## config.mk

```make
export PLATFORM = sky130hd
export DESIGN_NAME = spm_req_stage
export DESIGN_NICKNAME = d
export VERILOG_FILES = /design/src/verilog/spm_pkg.sv /design/src/verilog/spm_req_stage.sv
export SDC_FILE = /design/constraint.sdc
export NUM_CORES = 1
export LEC_CHECK = 0
export BUFFER_PORTS_ARGS = -buffer_cell sky130_fd_sc_hd__buf_2
export CAP_MARGIN = 20
export CORE_UTILIZATION = 30
export CTS_BUF_LIST = sky130_fd_sc_hd__clkbuf_4
export DETAILED_ROUTE_END_ITERATION = 16
export PLACE_DENSITY = 0.54
export SETUP_SLACK_MARGIN = 0.05
export SLEW_MARGIN = 5
export SYNTH_ARGS = -nofsm -noshare
export SYNTH_HDL_FRONTEND = slang
export SYNTH_SLANG_ARGS = --single-unit
```

## constraint.sdc

```tcl
create_clock -name clk -period 9.4 [get_ports clk]
set_input_delay 0.47 -clock clk [delete_from_list [all_inputs] [get_ports clk]]
set_output_delay 0.47 -clock clk [all_outputs]
set_load 0.03 [all_outputs]
```

## src/verilog/spm_pkg.sv

```systemverilog
package spm_pkg;

  // Memory geometry
  localparam int unsigned SPM_DATA_WIDTH = 32;
  localparam int unsigned SPM_LANE_SIZE  = 8;
  localparam int unsigned SPM_LANES      = SPM_DATA_WIDTH / SPM_LANE_SIZE;
  localparam int unsigned SPM_DEPTH      = 200; // Not a power of two
  localparam int unsigned SPM_ADDR_WIDTH = 8;
  localparam int unsigned SPM_SRAM_AW    = $clog2(SPM_DEPTH);

  // Flow control
  localparam int unsigned SPM_REQ_CREDITS = 4; // Also request buffer depth
  localparam int unsigned SPM_RSP_CREDITS = 2;
  localparam int unsigned SPM_RSP_DEPTH   = 4;
  localparam int unsigned SPM_CNT_WIDTH   = 3;

  localparam int unsigned SPM_REQ_PTR_WIDTH = $clog2(SPM_REQ_CREDITS);
  localparam int unsigned SPM_RSP_PTR_WIDTH = $clog2(SPM_RSP_DEPTH);

  // Response record is {err, rdata}
  localparam int unsigned SPM_RSP_REC_WIDTH = SPM_DATA_WIDTH + 1;
  localparam int unsigned SPM_RSP_ERR_BIT   = SPM_DATA_WIDTH;

endpackage

```

## src/verilog/spm_req_stage.sv

```systemverilog
`timescale 1ns/1ps

module spm_req_stage import spm_pkg::*; (
  input  logic                      clk,
  input  logic                      rst_n_i,
  input  logic                      req_valid_i,
  input  logic [SPM_ADDR_WIDTH-1:0] req_addr_i,
  input  logic [SPM_LANES-1:0]      req_we_i,
  input  logic [SPM_DATA_WIDTH-1:0] req_wdata_i,
  input  logic                      issue_ready_i,
  output logic                      req_credit_o,
  output logic                      sram_en_o,
  output logic [SPM_ADDR_WIDTH-1:0] sram_addr_o,
  output logic [SPM_LANES-1:0]      sram_we_o,
  output logic [SPM_DATA_WIDTH-1:0] sram_wdata_o,
  output logic                      issue_valid_o,
  output logic                      issue_err_o
);

  logic [SPM_ADDR_WIDTH-1:0]    addr_q  [SPM_REQ_CREDITS];
  logic [SPM_LANES-1:0]         we_q    [SPM_REQ_CREDITS];
  logic [SPM_DATA_WIDTH-1:0]    wdata_q [SPM_REQ_CREDITS];
  logic [SPM_REQ_PTR_WIDTH-1:0] wr_ptr;
  logic [SPM_REQ_PTR_WIDTH-1:0] rd_ptr;
  logic [SPM_CNT_WIDTH-1:0]     count;
  logic                         push;
  logic                         pop;
  logic                         head_err;

  assign push     = req_valid_i; // Requester only sends with a credit
  assign pop      = (count != '0) && issue_ready_i;
  assign head_err = addr_q[rd_ptr] >= SPM_ADDR_WIDTH'(SPM_DEPTH);

  always_ff @(posedge clk) begin
    if (push) begin
      addr_q[wr_ptr]  <= req_addr_i;
      we_q[wr_ptr]    <= req_we_i;
      wdata_q[wr_ptr] <= req_wdata_i;
    end
  end

  always_ff @(posedge clk) begin
    if (!rst_n_i) begin
      wr_ptr <= '0;
      rd_ptr <= '0;
      count  <= '0;
    end else begin
      if (push) begin
        wr_ptr <= wr_ptr + 1'b1; // Wraps at depth 4
      end
      if (pop) begin
        rd_ptr <= rd_ptr + 1'b1;
      end
      case ({push, pop})
        2'b10:   count <= count + 1'b1;
        2'b01:   count <= count - 1'b1;
        default: count <= count;
      endcase
    end
  end

  // Issue register lines up with the SRAM input
  always_ff @(posedge clk) begin
    if (!rst_n_i) begin
      req_credit_o  <= 1'b0;
      sram_en_o     <= 1'b0;
      issue_valid_o <= 1'b0;
      issue_err_o   <= 1'b0;
    end else begin
      req_credit_o  <= pop; // Slot freed
      sram_en_o     <= pop && !head_err;
      issue_valid_o <= pop;
      issue_err_o   <= pop && head_err;
    end
  end

  always_ff @(posedge clk) begin
    if (pop) begin
      sram_addr_o  <= addr_q[rd_ptr];
      sram_we_o    <= we_q[rd_ptr];
      sram_wdata_o <= wdata_q[rd_ptr];
    end
  end

  // Requester spent a credit it did not have
  a_no_push_full: assert property (@(posedge clk) disable iff (!rst_n_i)
    push |-> count < SPM_CNT_WIDTH'(SPM_REQ_CREDITS));

  // Out-of-range request must never touch the SRAM
  a_err_no_en: assert property (@(posedge clk) disable iff (!rst_n_i)
    sram_en_o |-> sram_addr_o < SPM_ADDR_WIDTH'(SPM_DEPTH));

endmodule

```

Yosys cells after proc, flatten, opt, wreduce, memory -nomap -nowiden
Memory sizes are Yosys's and may differ from the RTL's. A register that Yosys moved wholly into a read port is not among the register bits.
Index checks and enable logic that the tools add are counted.
- bits in registers: 18
- RAM bits: 176
- input bits: 48
- output and inout port bits: 48
- word-level logic and storage cells: 28
- memories kept: 3
- add/subtract/negate cells: 4
- order comparisons: 1
- equality and inequality tests: 2
- muxes and demuxes: 5
- reduce and logical (&&, ||, !) cells: 6
- memory list (memory ; words ; bits a word ; read ports ; clocked after Yosys merged registers in ; write ports ; line ; RTL):
    wdata_q ; 4 ; 32 ; 1 ; 1 ; 1 ; spm_req_stage.sv:22 ; logic [SPM_DATA_WIDTH-1:0] wdata_q [SPM_REQ_CREDITS];
    addr_q ; 4 ; 8 ; 1 ; 1 ; 1 ; spm_req_stage.sv:20 ; logic [SPM_ADDR_WIDTH-1:0] addr_q [SPM_REQ_CREDITS];
    we_q ; 4 ; 4 ; 1 ; 1 ; 1 ; spm_req_stage.sv:21 ; logic [SPM_LANES-1:0] we_q [SPM_REQ_CREDITS];
- operator list (kind ; count):
    8-bit >= comparator, second input constant ; 1
    3-bit case mux with 2 select lines ; 1
    2-bit by 1-bit adder with 2-bit output, second input constant ; 2
    2-bit two-way mux ; 2
    3-bit by 1-bit adder with 3-bit output, second input constant ; 1
    1-bit logical AND ; 3
    3-bit nonzero test ; 1
    3-bit by 1-bit subtractor with 3-bit output, second input constant ; 1
    2-bit by 1-bit == test with 1-bit output, second input constant ; 1
    2-bit == test, second input constant ; 1
    1-bit two-way mux ; 2
    2-bit nonzero test ; 1
    1-bit zero test ; 1

Longest topological paths before layout
- depth in word-level cells: 4
- gate-level depth with buffers: 7

Worst setup path after synthesis
No wires, ideal clock.
- path type: input-to-reg
- start point: input port issue_ready_i
- end point: register count[2]
- library setup time: 0.076 ns
- arrival time: 3.043 ns
- data required time: 9.324 ns
- setup slack: 6.281 ns
- cell stages on the path: 7
- buffers on the path: 0
- path through: o31a_1 ha_1 inv_1 fa_1 xor2_1 or3_1 a21boi_0
- word-level cells in the longest chain between the ends: 3
- elaborated cells between the ends (all ways): 5
- those cells by class: eq/ne: 2; mux: 1; reduce/logical: 2
- ends and longest elaborated chain (element ; line ; RTL):
    start, declared ; spm_req_stage.sv:10 ; input logic issue_ready_i,
    1-bit logical AND * ; spm_req_stage.sv:31 ; assign pop = (count != '0) && issue_ready_i;
    2-bit by 1-bit == test with 1-bit output / 2-bit == test (equally long branches) ; spm_req_stage.sv:54 ; case ({push, pop})
    3-bit case mux with 2 select lines / 2-bit nonzero test (equally long branches) ; - ;
    end signal, assigned ; spm_req_stage.sv:55 ; 2'b10: count <= count + 1'b1;
    end signal, assigned ; spm_req_stage.sv:56 ; 2'b01: count <= count - 1'b1;
    end signal, assigned ; spm_req_stage.sv:57 ; default: count <= count;
    end, declared ; spm_req_stage.sv:25 ; logic [SPM_CNT_WIDTH-1:0] count;
Every way passes the cells marked *; elsewhere a longest branch is shown, timed or not.
A chain may end at the register's enable or synchronous reset.

Final worst setup path
- start point: register count[0]
- end point: register count[2]
- word-level cells in the longest chain between the ends: 4
- elaborated cells between the ends (all ways): 8
- those cells by class: add/sub: 2; eq/ne: 2; mux: 1; reduce/logical: 3
- ends and longest elaborated chain (element ; line ; RTL):
    3-bit nonzero test * ; spm_req_stage.sv:31 ;
    1-bit logical AND * ; spm_req_stage.sv:31 ;
    net pop ; spm_req_stage.sv:27 ; logic pop;
    2-bit by 1-bit == test with 1-bit output / 2-bit == test (equally long branches) ; spm_req_stage.sv:54 ;
    3-bit case mux with 2 select lines / 2-bit nonzero test (equally long branches) ; - ;
The timed path passes the listed nets; every way through them passes the cells marked *.

==> out/qor.txt <==
Pleak = 3.563 nW
Via density = 4.380
RePlAce Congestion = 0.6403
Resized cells post-CTS = 0
VDD IR-drop max = 0.00009158 V
Hold Vio Cnt, Final = 0
drt first pass iters = 4
worst endpoint required time = 9.96 ns
Cell Pwr Density = 254.2 nW/um2
Post-Syn Nets = 383
# setup viols final = 0
# rows = 60
synth cell count leaders = 220 x edfxtp_1, 39 x mux4_2, 12 x dfxtp_1, 10 x and2_1, 7 x inv_1
CTS root buf = clkbuf_4
Die H = 167.5 um
Crit Path Class = register to register
clock skew = 0.02140 ns
Logic pwr share = 16.0%
Critical Path Fanout Max = 47
Slew HR = 44.59%
top cell type's share of synthesized area = 80.35%
Num Clock Sinks = 232
prevailing post-synth register cell = edfxtp_1
Syn Inst Count = 329
# DRC = 0
RSZ-0062 raised after global routing = no
share of cells above drive strength 1 = 42.27%
largest net degree at the start of global routing = 48
first-pass GRT wire length = 24,630 um
CP Launch Type = register
Final Cell Area = 10,340 um2
Layout area overhead = 25.81%
Worst-Margin Slew = 0.8312 ns
Switching Share = 26.77%
Post-CTS Setup Inserts = 0
Max Fclk = 376.2 MHz
initial antenna violation count = 2
hpwl dp = 8846 um
flops & latches, synth = 232
Yosys cell types = 24
Placed Area = 9144 um2
Max Slew Vio Count = 0
# port buffers = 95
CP max stage cell = buf_4
Layout fillers = 2,470
Internal = 1.926 mW
Netlist Area Pre-Place = 8222 um2
Chip Width = 167.5 um
TritonCTS Buffers = 57
Synth area leader = edfxtp_1
initial DRC count = 179
syn_area_per_cell = 24.99 um2
Max stage delay on crit path = 0.56 ns
Final Critical Period = 2.658 ns
Die Area = 28,070 um2
Psw = 704.0 uW
TNS Setup = 0 ns
Post-synth EDFFs = 220
Initial Utilization = 30.51%
part of the power in registers = 51.7%
worst path cell trace = o31a_2, buf_4, ha_1, inv_1, fa_1, xor2_1, or3_1, a21boi_0
CTS Buffer Depth = 3
layout net count = 576
total routed wirelength = 15,790 um
Total GRT Usage = 11.67%
Clock Pin Slew Worst Setup and Hold Paths = 0.07 ns
total grt overflow = 0
Register Area = 6852 um2
Seq/Total Area, Yosys = 83.27%
dominant cells by area after synthesis = edfxtp_1 80%, mux4_2 11%, dfxtp_1 2.9%
Vias = 3,968
Worst Setup End Kind = register
clock power share = 32.3%
H-tree depth = 2
vias in the first global route = 4,558
critical path data arrival time = 3.22 ns
CTS tree = yes
outcome = complete, no violations
area taken by multi-input logic gates = 1299 um2
Max-Cap Viols = 0
Tcrit/Tclk final = 28.28%
DR WL/cell = 17.43 um
Core Area = 26,950 um2
Post-synth ARST share = 0%
worst min path class = input pin to register
most frequent cell after synthesis = edfxtp_1
Skew-Pair Late Insertion Delay = 0.66 ns
IO Pins = 96
ANT nets after route = 0
Ys Warns = 0
==> kinds of logic (layout without fill, tap and decap cells) <==
group | count (synthesis) | in the layout | share of synthesized area [%]
DFF | 232 | 232 | 83.28
muxes | 45 | 45 | 12.40
buffers and inverters | 18 | 252 | 1.004
and+or+nand+nor | 17 | 17 | 1.278
adders and majority gates | 6 | 6 | 1.004
AOI/OAI and AO/OA | 6 | 6 | 0.5023
xor gates and xnor gates | 5 | 5 | 0.5327
other | 0 | 2 | 0
==> registers in the layout, indices dropped and copies added, names as in the netlist, named ones only <==
register       flops
we_q              16
sram_addr_o        8
rd_ptr             2
issue_valid_o      1
sram_en_o          1
wdata_q          128
sram_we_o          4
sram_wdata_o      32
addr_q            32
wr_ptr             2
count              3
issue_err_o        1
==> metal layers <==
layer / GRT usage [%] / share of wire [%] / vias up
li1: - / - / 1806
met1: 12.57 / 40 / 2026
met2: 20.67 / 52 / 104
met3: 3.876 / 5.5 / 32
met4: 5.385 / 2.4 / 0
met5: 0 / 0 / -
==> layout by cell type (no fill, tap or decap), drive strengths merged <==
cell type and count:
dfxtp 12, clkinv 10, buf 101, nor3b 1, clkbuf 87, nand2 3
o31a 1, nor2b 1, a21boi 1, a31oi 1, o311ai 1, xor2 3
diode 2, dlygate4sd3 44, mux4 44, mux2i 1, or3 2, and2 10
ha 5, xnor2 2, bufinv 2, o21ai 2, edfxtp 220, fa 1
inv 8
==> stage by stage <==
stage	setup WS [ns]	std cells	power, mW	util, %	hold slack [ns]
finish	6.742	906	2.630	38.38	0.1551
global route	6.604	905	2.762	38.37	0.1111
CTS	6.695	904	2.681	38.36	0.08200
detailed placement	6.550	760	1.803	33.93	0.5495
global placement	6.701	759	1.788	33.83	0.4889
floorplan	6.281	329	1.656	-	0.4744
==> area by class of cell <==
class	count	share of cell area, %
sequential	232	66.24
multi-input combinational	79	12.56
timing repair buffer	145	9.483
clock buffer	87	6.314
tap	341	4.125
clock inverter	13	0.9798
inverter	7	0.2540
antenna	2	0.04839
==> path summary, 6_finish.rpt <==
path | from | to | slack (ns) | cells past startpoint
setup / recovery | count[0]$_SDFFE_PN0P_ | count[2]$_SDFFE_PN0P_ | 6.74 | 8
hold reg to reg | count[2]$_SDFFE_PN0P_ | count[2]$_SDFFE_PN0P_ | 0.55 | 2
hold / removal | rst_n_i | rd_ptr[0]$_SDFFE_PN0P_ | 0.16 | 2
setup reg to reg | count[0]$_SDFFE_PN0P_ | count[2]$_SDFFE_PN0P_ | 6.74 | 8
==> power by group through the flow <==
stage                     logic, mW  registers, mW  clock network, mW
after floorplan               0.227           1.43                  0
after global placement        0.399           1.39                  0
after detailed placement      0.414           1.39                  0
after CTS                     0.430           1.37              0.884
after global routing          0.451           1.38              0.934
final                         0.421           1.36              0.850
==> worst max-delay path: cells and delay by family, from the launching register on <==
| kind | cells | cell delay [ns] |
|---|---|---|
| flops | 1 | 0.40 |
| simple gates | 1 | 0.32 |
| fa+ha+maj | 2 | 0.69 |
| compound gates | 2 | 0.36 |
| buf+inv | 2 | 0.63 |
| xor+xnor | 1 | 0.17 |
==> what timing repair did <==
| item | in CTS | in global routing |
|---|---|---|
| hold endpoints to repair | 176 | 0 |
| hold buffers | 44 | 0 |
| setup endpoints to repair | 0 | 0 |
Note: power is estimated with default switching activity, not from simulation.
