File: src/verilog/spm_pkg.sv
package spm_pkg;

  // Memory geometry
  localparam int unsigned SPM_DATA_WIDTH = 32;
  localparam int unsigned SPM_LANE_SIZE  = 8;
  localparam int unsigned SPM_LANES      = SPM_DATA_WIDTH / SPM_LANE_SIZE;
  localparam int unsigned SPM_DEPTH      = 200; // Not a power of two
  localparam int unsigned SPM_ADDR_WIDTH = 8;
  localparam int unsigned SPM_SRAM_AW    = $clog2(SPM_DEPTH);

  // Flow control
  localparam int unsigned SPM_REQ_CREDITS = 4; // Also request buffer depth
  localparam int unsigned SPM_RSP_CREDITS = 2;
  localparam int unsigned SPM_RSP_DEPTH   = 4;
  localparam int unsigned SPM_CNT_WIDTH   = 3;

  localparam int unsigned SPM_REQ_PTR_WIDTH = $clog2(SPM_REQ_CREDITS);
  localparam int unsigned SPM_RSP_PTR_WIDTH = $clog2(SPM_RSP_DEPTH);

  // Response record is {err, rdata}
  localparam int unsigned SPM_RSP_REC_WIDTH = SPM_DATA_WIDTH + 1;
  localparam int unsigned SPM_RSP_ERR_BIT   = SPM_DATA_WIDTH;

endpackage

File: src/verilog/spm_rsp_stage.sv
`timescale 1ns/1ps

module spm_rsp_stage import spm_pkg::*; (
  input  logic                      clk,
  input  logic                      rst_n_i,
  input  logic                      issue_valid_i,
  input  logic                      issue_err_i,
  input  logic [SPM_DATA_WIDTH-1:0] sram_rdata_i,
  input  logic                      rsp_credit_i,
  output logic                      issue_ready_o,
  output logic                      rsp_valid_o,
  output logic [SPM_DATA_WIDTH-1:0] rsp_rdata_o,
  output logic                      rsp_err_o
);

  logic                         align_valid;
  logic                         align_err;
  logic [SPM_RSP_REC_WIDTH-1:0] buf_q [SPM_RSP_DEPTH];
  logic [SPM_RSP_PTR_WIDTH-1:0] wr_ptr;
  logic [SPM_RSP_PTR_WIDTH-1:0] rd_ptr;
  logic [SPM_CNT_WIDTH-1:0]     count;
  logic [SPM_CNT_WIDTH-1:0]     resv_cnt;
  logic [SPM_CNT_WIDTH-1:0]     credit_cnt;
  logic [SPM_DATA_WIDTH-1:0]    push_data;
  logic [SPM_RSP_REC_WIDTH-1:0] head_rec;
  logic                         push;
  logic                         pop;

  assign push      = align_valid;
  assign push_data = align_err ? '0 : sram_rdata_i; // Errored requests carry zero
  assign pop       = (count != '0) && (credit_cnt != '0);
  assign head_rec  = buf_q[rd_ptr];

  // Issue in flight still needs a slot
  assign issue_ready_o = (resv_cnt + SPM_CNT_WIDTH'(issue_valid_i))
                         < SPM_CNT_WIDTH'(SPM_RSP_DEPTH);

  assign rsp_valid_o = pop;
  assign rsp_rdata_o = head_rec[SPM_DATA_WIDTH-1:0];
  assign rsp_err_o   = head_rec[SPM_RSP_ERR_BIT];

  always_ff @(posedge clk) begin
    if (!rst_n_i) begin
      align_valid <= 1'b0;
      align_err   <= 1'b0;
    end else begin
      align_valid <= issue_valid_i; // Matches SRAM read latency
      align_err   <= issue_err_i;
    end
  end

  always_ff @(posedge clk) begin
    if (push) begin
      buf_q[wr_ptr] <= {align_err, push_data};
    end
  end

  always_ff @(posedge clk) begin
    if (!rst_n_i) begin
      wr_ptr <= '0;
      rd_ptr <= '0;
      count  <= '0;
    end else begin
      if (push) begin
        wr_ptr <= wr_ptr + 1'b1;
      end
      if (pop) begin
        rd_ptr <= rd_ptr + 1'b1;
      end
      case ({push, pop})
        2'b10:   count <= count + 1'b1;
        2'b01:   count <= count - 1'b1;
        default: count <= count;
      endcase
    end
  end

  // Covers the alignment register plus buffered entries
  always_ff @(posedge clk) begin
    if (!rst_n_i) begin
      resv_cnt <= '0;
    end else begin
      case ({issue_valid_i, pop})
        2'b10:   resv_cnt <= resv_cnt + 1'b1;
        2'b01:   resv_cnt <= resv_cnt - 1'b1;
        default: resv_cnt <= resv_cnt;
      endcase
    end
  end

  always_ff @(posedge clk) begin
    if (!rst_n_i) begin
      credit_cnt <= SPM_CNT_WIDTH'(SPM_RSP_CREDITS);
    end else begin
      case ({rsp_credit_i, pop})
        2'b10:   credit_cnt <= credit_cnt + 1'b1;
        2'b01:   credit_cnt <= credit_cnt - 1'b1;
        default: credit_cnt <= credit_cnt;
      endcase
    end
  end

  // Consumer returned more than it was given
  a_credit_max: assert property (@(posedge clk) disable iff (!rst_n_i)
    credit_cnt <= SPM_CNT_WIDTH'(SPM_RSP_CREDITS));

  // Reservation must keep the buffer from overflowing
  a_no_push_full: assert property (@(posedge clk) disable iff (!rst_n_i)
    push |-> count < SPM_CNT_WIDTH'(SPM_RSP_DEPTH));

endmodule

File: config.mk
export PLATFORM = sky130hd
export DESIGN_NAME = spm_rsp_stage
export DESIGN_NICKNAME = d
export VERILOG_FILES = /design/src/verilog/spm_pkg.sv /design/src/verilog/spm_rsp_stage.sv
export SDC_FILE = /design/constraint.sdc
export NUM_CORES = 1
export LEC_CHECK = 0
export BUFFER_PORTS_ARGS = -buffer_cell sky130_fd_sc_hd__buf_4
export CAP_MARGIN = 20
export CORE_MARGIN = 8
export CORE_UTILIZATION = 47
export CTS_CLUSTER_SIZE = 8
export DETAILED_ROUTE_END_ITERATION = 6
export GPL_TIMING_DRIVEN = 1
export HOLD_SLACK_MARGIN = 0.02
export PLACE_DENSITY = 0.69
export SLEW_MARGIN = 20
export SYNTH_ARGS = -nofsm -noshare
export SYNTH_HDL_FRONTEND = slang
export SYNTH_SLANG_ARGS = --single-unit
File: constraint.sdc
create_clock -name clk -period 1.81 [get_ports clk]
set_input_delay 0.2715 -clock clk [delete_from_list [all_inputs] [get_ports clk]]
set_output_delay 0.2715 -clock clk [all_outputs]
set_load 0.05 [all_outputs]
; ---- After elaboration in Yosys (flattened, before gate mapping)
; Memory sizes are Yosys's and may differ from the RTL's. A register that Yosys moved wholly into a read port is not among the register bits.
; Index checks and enable logic that the tools add are counted.
[word_totals]
register_bits = 15
mem_bits_rw = 132
output_inout_bits = 35
word_cells = 38
memories = 1
[memory_table]
columns = name, words, word_bits, read_ports, rd_clocked_by_memory_dff, write_ports, line
row1 = buf_q, 4, 33, 1, 1, 1, spm_rsp_stage.sv:18  ; logic [SPM_RSP_REC_WIDTH-1:0] buf_q [SPM_RSP_DEPTH];
[op_classes]
addsub = 9
n_lt_le_gt_ge = 1
n_eq_ne = 6
n_mux = 8
reduce_logical = 6
[op_table]
columns = cell, n
row1 = 32-bit two-way mux, 1
row2 = 3-bit case mux with 2 select lines, 3
row3 = 3-bit by 1-bit adder with 3-bit output (second input constant), 3
row4 = 3-bit by 1-bit subtractor with 3-bit output (second input constant), 3
row5 = 2-bit by 1-bit equality test with 1-bit output (second input constant), 3
row6 = 2-bit equality test (second input constant), 3
row7 = 2-bit nonzero test, 3
row8 = 3-bit nonzero test, 2
row9 = 2-bit by 1-bit adder with 2-bit output (second input constant), 2
row10 = 2-bit two-way mux, 2
row11 = 3-bit by 1-bit adder with 3-bit output, 1
row12 = 3-bit < comparator (second input constant), 1
row13 = 1-bit two-way mux, 2
row14 = 1-bit logical AND, 1

; ---- Logic depth before layout (Yosys ltp)
; Gate-level depths: netlist (run 1).
[depth]
ltp_word = 4
ltp_mapped = 8
ltp_nobuf = 8

; ---- Worst setup path before layout (run 1)
; Ideal clock, no wire load.
[synth_path]
kind = flip-flop to flip-flop
from = register credit_cnt[0]
to = register credit_cnt[2]
setup_time_ns = 0.070
t_arrival_ns = 2.505
required_time_ns = 1.740
setup_slack_ns = -0.764
stages_incl_launch_ff = 9
cell_sequence = dfxtp_1 -> nor3_2 -> nor2_1 -> ha_1 -> inv_1 -> fa_1 -> xor2_1 -> or3_1 -> a21oi_1
[synth_between]
elab_chain_len = 4
elab_cells_between_ends = 8
[synth_rtl]
columns = element, line
row1 = start: declaration, spm_rsp_stage.sv:23  ; logic [SPM_CNT_WIDTH-1:0] credit_cnt;
row2 = start signal: assignment, spm_rsp_stage.sv:93  ; credit_cnt <= SPM_CNT_WIDTH'(SPM_RSP_CREDITS);
row3 = start signal: assignment, spm_rsp_stage.sv:96  ; 2'b10: credit_cnt <= credit_cnt + 1'b1;
row4 = start signal: assignment, spm_rsp_stage.sv:97  ; 2'b01: credit_cnt <= credit_cnt - 1'b1;
row5 = 3-bit nonzero test (*), spm_rsp_stage.sv:31  ; assign pop = (count != '0) && (credit_cnt != '0);
row6 = 1-bit logical AND (*), spm_rsp_stage.sv:31
row7 = named net rsp_valid_o, spm_rsp_stage.sv:11  ; output logic rsp_valid_o,
row8 = 2-bit by 1-bit equality test with 1-bit output / 2-bit equality test (equally long branches), spm_rsp_stage.sv:95  ; case ({rsp_credit_i, pop})
row9 = 3-bit case mux with 2 select lines / 2-bit nonzero test (equally long branches), --
; The timed path passes the listed nets; every way through them passes the cells marked *.
; A chain may end at the register's enable or synchronous reset.

==> metrics.md, run 1 <==
| Metric | Value |
|---|---|
| Syn Nets | between 300 and 400 |
| Final wirelength | between 10000 and 15000 µm |
| Die ar. | around 0.016 mm² |
| Total Nets Final | 446 |
| Post-layout min period | 2019 ps |
| Hold Crit Class | in2reg |
| Most common cell after layout, fill and taps aside | edfxtp_1 |
| Critical path endpoint category | output port |
| Die X | approximately 130 µm |
| Fillcell total | about 850 |
| Max Cap Violations | 0 |
| Ranking of synthesized cells by area | edfxtp_1 (68%), mux4_2 (13%), dfxtp_1 (5.8%) |
| Result of the run | finished with violations |
| Seq cells post-synth | ~150 |
| Die Ht | around 130 µm |
| Layout cells sized above 1 | 42.72% |
| Vias post-DR | between 2000 and 3000 |
| Synth Warn # | 0 |
| GRT Total Usage | about 14% |
| Final setup margin | -209.2 ps |
| CP Data Required Time | 1540 ps |
| Hold Fails Final Rpt | 0 |
| Simple-gate share of the synthesized area | roughly 5.7% |
| Post-synthesis xor/xnor area fraction | 1.204% |
| Post-Synthesis Cells | 300 |
| Yosys cell types | 26 |
| Initial core utilization | 48.27% |
| Vias per cell | just over 5 |
| Pin count of the biggest net entering global routing | 37 |
| Most frequent cells in the layout | edfxtp_1 (132), buf_4 (53), mux4_2 (33), nor2b_1 (32), buf_6 (32) |
| Main combinational cell family by area after synthesis | multiplexers |
| Num CTS Buffers | 17 |
| I/O Pins | 72 |
| Post-synth top area cell | edfxtp_1 |
| Slew Limit Fails | 0 |
| Max frequency | about 500 MHz |
| Core Box Area | between 0.01 and 0.015 mm² |
| Post-DP HPWL | 6513 µm |
| Row Count | 40 |
| Routed wire length per instance | between 15 and 20 µm |
| Worst-Skew Late Latency | around 420 ps |
| N_diodes | 0 |
| Clock Sinks | about 150 |
| Clk buf depth | 2 |
| Failing checks | negative setup slack |
| Worst-Margin Slew | between 900 and 1000 ps |
| Final TNS setup | -5351 ps |
| First-pass GRT wire length | approximately 17000 µm |
| Fraction of the cycle the final worst path needs | 111.6% |
| Post-Synth Adder-Cell Area | 2.536% |
| Post-synthesis compound-gate area fraction | 1.161% |
| Initial antenna violation count | 0 |
| Synth top area share | between 60 and 70% |
| Multiplexer share of the synthesized area | about an eighth |
| CTS clk-pin slew, worst paths | about 60 ps |
| Residual DRC count | 0 |
| IO buf count | between 70 and 80 |
| Post-synthesis sequential area ratio | between 70% and 80% |
| Routed Antenna Nets | 0 |
| Final setup fails | 34 |
| Vias in the first global route | between 3000 and 4000 |
| 1st-pass router iterations | 4 |
| Mapped cell area | between 0.005 and 0.006 mm² |
| Max-slew headroom | 38.13% |
| Post-layout util | between 60 and 70% |
| CTS tree | yes |
| Placer congestion estimate | 0.7186 |
| Crit path launch type | flip-flop |
| Worst-path fanout max | 15 |
| RSZ-0062 raised after global routing | true |
| Synth-to-Final Area Change | 30.09% |
| CP Data Arrival Time | between 1500 and 2000 ps |
| Crit Path Class | reg2out |
| Pwr/cell area | ~1600 mW/mm² |
| CTS HTree Levels | 4 |
| Leakage power | between 2 and 3 nW |
| Worst Skew | a little under 7 ps |
| VDD IR max | approximately 0.0014 V |
| 1st-iter DRT viols | ~190 |
| CTS root buf | clkbuf_16 |
| Avg Cell Area, Syn | 19.41 µm² |
| Total gr overflow | 0 |
through the flow:
stage | worst slack (ps) | std cells | power, mW | area, µm² | hold slack [ps]
final | -209.2 | 580 | 11.90 | 7574 | 58.50
after global routing | -268.7 | 580 | 12.42 | 7574 | 47.49
after CTS | -235.5 | 578 | 11.97 | 7555 | 43.01
after detailed placement | -46.36 | 539 | 7.831 | 6689 | 458.0
after global placement | 6.723 | 539 | 7.767 | 6689 | 451.4
after floorplan | -178.9 | 300 | 6.905 | 5902 | 333.4
area by class of cell:
class	count	area, µm²	area share (%)
Timing Repair Buffer	92	898.4	11.86
Tap cell	168	210.2	2.775
Inverter	16	60.06	0.7930
Multi-Input combinational cell	123	1465	19.35
Clock inverter	12	183.9	2.429
Clock buffer	20	436.7	5.766
Sequential cell	149	4319	57.03
state kept, by name, summed over array words and instances, names as in the netlist, named ones only:
register and flops:
align_err 1, align_valid 1, buf_q 132, count 3
credit_cnt 3, rd_ptr 2, resv_cnt 3, wr_ptr 2
repair_timing:
item                                   CTS  global route
setup buffers                            4             2
setup endpoints to repair               36            37
endpoints found under the hold margin    1             0
resized for setup                       40             1
hold buffers                             1             0
pin swaps                                4             2
gates cloned                             2             0
layer usage:
| metal | track usage (%) | part of all wire, % |
|---|---|---|
| met1 | 16.21 | 42 |
| met2 | 23.71 | 51 |
| met3 | 5.075 | 5.3 |
| met4 | 6.298 | 1.3 |
| met5 | 0 | 0 |
cell usage after synthesis:
| cell | number |
|---|---|
| a21oi_1 | 8 |
| and2_1 | 5 |
| buf_2 | 3 |
| buf_6 | 4 |
| clkbuf_1 | 5 |
| clkinv_1 | 1 |
| dfxtp_1 | 17 |
| edfxtp_1 | 132 |
| fa_1 | 3 |
| ha_1 | 7 |
| inv_1 | 15 |
| mux2_2 | 1 |
| mux2i_1 | 1 |
| mux4_2 | 33 |
| nand2_1 | 1 |
| nand3_1 | 1 |
| nor2_1 | 11 |
| nor2b_1 | 32 |
| nor3_1 | 1 |
| nor3_2 | 1 |
| o21ai_0 | 4 |
| o31ai_1 | 1 |
| or3_1 | 4 |
| or4_1 | 1 |
| xnor2_1 | 1 |
| xor2_1 | 7 |
report_power, final:
group	switching (mW)	internal [mW]
Combinational	2.25	1.84
Sequential	0.132	3.98
Clock	1.27	2.42
cell families (layout without fill, tap and decap cells):
family                   after synthesis  after routing
multiplexers                          35             35
flip-flops                           149            149
AO/OA/AOI/OAI                         13             13
adder cells (fa/ha/maj)               10             10
AND/OR/NAND/NOR                       57             57
buffers and inverters                 28            140
XOR/XNOR                               8              8
worst max-delay path, cell delays in order (launching register included):
cell and delay (ps):
dfxtp_4 390, buf_12 190, mux4_2 570, buf_6 180
worst paths after layout:
check	from	endpoint	slack (ps)	depth (start not counted)
worst min-delay path	issue_err_i	align_err	60	2
worst min register to register	rd_ptr[1]	flip-flop	480	2
worst max-delay path	flip-flop	rsp_rdata_o[1]	-210	3
worst max register to register	credit_cnt[1]	count[2]	-10	8
No activity file was read; power rests on OpenSTA's default activity.
==> inputs of run 2 (changes only) <==
--- a/config.mk
+++ b/config.mk
@@ -8,12 +8,12 @@
 export BUFFER_PORTS_ARGS = -buffer_cell sky130_fd_sc_hd__buf_4
 export CAP_MARGIN = 20
 export CORE_MARGIN = 8
-export CORE_UTILIZATION = 47
+export CORE_UTILIZATION = 52
 export CTS_CLUSTER_SIZE = 8
 export DETAILED_ROUTE_END_ITERATION = 6
 export GPL_TIMING_DRIVEN = 1
 export HOLD_SLACK_MARGIN = 0.02
-export PLACE_DENSITY = 0.69
+export PLACE_DENSITY = 0.76
 export SLEW_MARGIN = 20
 export SYNTH_ARGS = -nofsm -noshare
 export SYNTH_HDL_FRONTEND = slang
==> constraint.sdc (replaced) <==
create_clock -name clk -period 1.81 [get_ports clk]
set_input_delay 0.2715 -clock clk [delete_from_list [all_inputs] [get_ports clk]]
set_output_delay 0.2715 -clock clk [all_outputs]
set_load 0.1 [all_outputs]
==> metrics.md, run 2 (same netlist as run 1, synthesis figures left out) <==
| Metric | Value |
|---|---|
| Die Ht | 121.8 µm (-4.3%) |
| Worst-Skew Late Latency | 510 ps (+90 ps) |
| R2r startpoint | credit_cnt[2] |
| N_diodes | 0 (unchanged) |
| CP Data Required Time | 1540 ps (about the same) |
| Residual DRC count | 0 (unchanged) |
| CTS tree | yes |
| Most frequent cells in the layout | edfxtp_1 (132), buf_4 (55), buf_6 (34), mux4_2 (33), nor2b_1 (32) |
| CTS root buf | clkbuf_8 |
| CTS HTree Levels | 4 (unchanged) |
| Critical-path cell list | buf_12 > mux4_2 > buf_6 |
| Pwr/cell area | 1659 mW/mm² (+5.6%) |
| GRT Total Usage | 14.78% (+0.56 points) |
| Initial antenna violation count | 0 (unchanged) |
| IO buf count | 71 (unchanged) |
| Crit Path Class | reg2out |
| Fillcell total | 704 (-18%) |
| Slew Limit Fails | 0 (unchanged) |
| Synth-to-Final Area Change | 27.79% |
| Area after DPL | 0.006701 mm² (+0.19%) |
| Max frequency | 474.5 MHz (-4.2%) |
| Placer congestion estimate | 0.6775 (-5.7%) |
| Final setup margin | -297.7 ps (-88.46 ps) |
| Hold Fails Final Rpt | 0 (unchanged) |
| Leakage power | 2.609 nW (-2.0%) |
| 1st-iter DRT viols | 172 (-8.0%) |
| Max-slew headroom | 39.70% (+1.6 points) |
| RSZ-0062 raised after global routing | true |
| Hold Crit Class | in2reg |
| Post-route cell area | 0.007440 mm² (-1.8%) |
| Most common cell after layout, fill and taps aside | edfxtp_1 |
| Failing checks | negative setup slack |
| CP Data Arrival Time | 1840 ps (+90 ps) |
| Clk buf depth | 2 (unchanged) |
| Total gr overflow | 0 (unchanged) |
| Final setup fails | 36 (+5.9%) |
| Largest register FFs | 132 (unchanged) |
| Total Power | 12.34 mW (+3.7%) |
| Vias per cell | 5.328 (+4.6%) |
| Die ar. | 0.01484 mm² (-8.4%) |
| Fraction of the cycle the final worst path needs | 116.4% (+4.9 points) |
| First-pass GRT wire length | 16340 µm (-4.6%) |
| Routed Antenna Nets | 0 (unchanged) |
| Vias post-DR | 2957 (+0.10%) |
| Crit path launch type | flip-flop |
| Row Count | 38 (-5.0%) |
| Worst Skew | 10.41 ps (+3.447 ps) |
| Clock Sinks | 149 (unchanged) |
| Post-DP HPWL | 6650 µm (+2.1%) |
| Worst-path fanout max | 12 (-3) |
| Pin count of the biggest net entering global routing | 34 (-8.1%) |
| Result of the run | finished with violations |
| Initial core utilization | 53.47% (+5.2 points) |
| Critical path endpoint category | output port |
| Worst-Margin Slew | 904.5 ps (-23.54 ps) |
| Vias in the first global route | 3199 (-1.1%) |
| Biggest register | buf_q |
| Routed wire length per instance | 18.89 µm (+1.9%) |
| CTS clk-pin slew, worst paths | 60 ps (about the same) |
| I/O Pins | 72 (unchanged) |
| Max Cap Violations | 0 (unchanged) |
| Worst path slowest cell | mux4_2 |
| Worst Hold Launch | sram_rdata_i[15] |
| VDD IR max | 0.001147 V (-19%) |
| Max incr delay on CP | 540 ps (-30 ps) |
| Num CTS Buffers | 17 (unchanged) |
| Final wirelength | 10490 µm (-2.5%) |
| Core Box Area | 0.01089 mm² (-9.7%) |
| 1st-pass router iterations | 5 (+1) |
| Post-layout min period | 2108 ps (+88.46 ps) |
| Die X | 121.8 µm (-4.3%) |
| Layout cells sized above 1 | 43.13% (+0.41 points) |
| Total Nets Final | 450 (+0.90%) |
-- run 2: changes by cell type in the layout (fill, tap and decap cells not counted), sizes merged --
cell / change
bufinv: -4
dlygate4sd3: +2
clkinvlp: +4
buf: +2
clkinv: -1
-- run 2: routing by layer --
layer	global-route usage (%)	routed length [µm]
met5	0	0
met3	5.738	680
met1	17.48	4276
met4	5.012	35
met2	24.29	5494
-- run 2: critical path, delay by kind of cell (launching register included) --
family,cells,cell delay (ps)
buffers and inverters,2,380
flip-flops,1,400
multiplexers,1,540
-- run 2: power by group --
group / total, mW / switching (mW) / internal, mW
clock network: 3.03 / 1.25 / 1.79
registers: 4.12 / 0.146 / 3.98
logic: 5.19 / 3.37 / 1.81
-- run 2: final timing paths --
| check | slack [ps] | end | cells past startpoint |
|---|---|---|---|
| worst max-delay path | -300 | rsp_rdata_o[25] | 3 |
| worst min-delay path | 190 | buf_q[3][15] | 2 |
| worst max register to register | -40 | credit_cnt[2] | 8 |
| worst min register to register | 510 | count[2] | 2 |
-- run 2: timing repair --
action / in CTS / in global routing
pin swaps: 4 / 1
buffers inserted: 4 / 3
setup endpoints to repair: 38 / 38
gates resized for setup: 38 / 1
hold endpoints to repair: 3 / 0
hold buffers: 3 / 0
-- run 2: cell type report --
class                           count  area [µm²]  share of cell area (%)
Sequential cell                   149        4317                   58.02
Multi-Input combinational cell    123        1469                   19.74
Timing Repair Buffer               96       905.9                   12.18
Clock buffer                       20       425.4                   5.718
Tap cell                          140       175.2                   2.355
Clock inverter                     11       87.58                   1.177
Inverter                           16       60.06                  0.8073
-- run 2: stage by stage --
step	TNS (ps)	util, %	setup slack [ps]	std cells	hold slack (ps)
detailed placement	-157.3	61.55	-45.89	514	472.6
global route	-11270	68.33	-365.9	555	157.6
floorplan	-2030	-	-412.1	300	333.4
finish	-8644	68.33	-297.7	555	188.0
global placement	0	61.55	8.121	514	456.4
CTS	-10240	68.09	-342.0	552	157.1
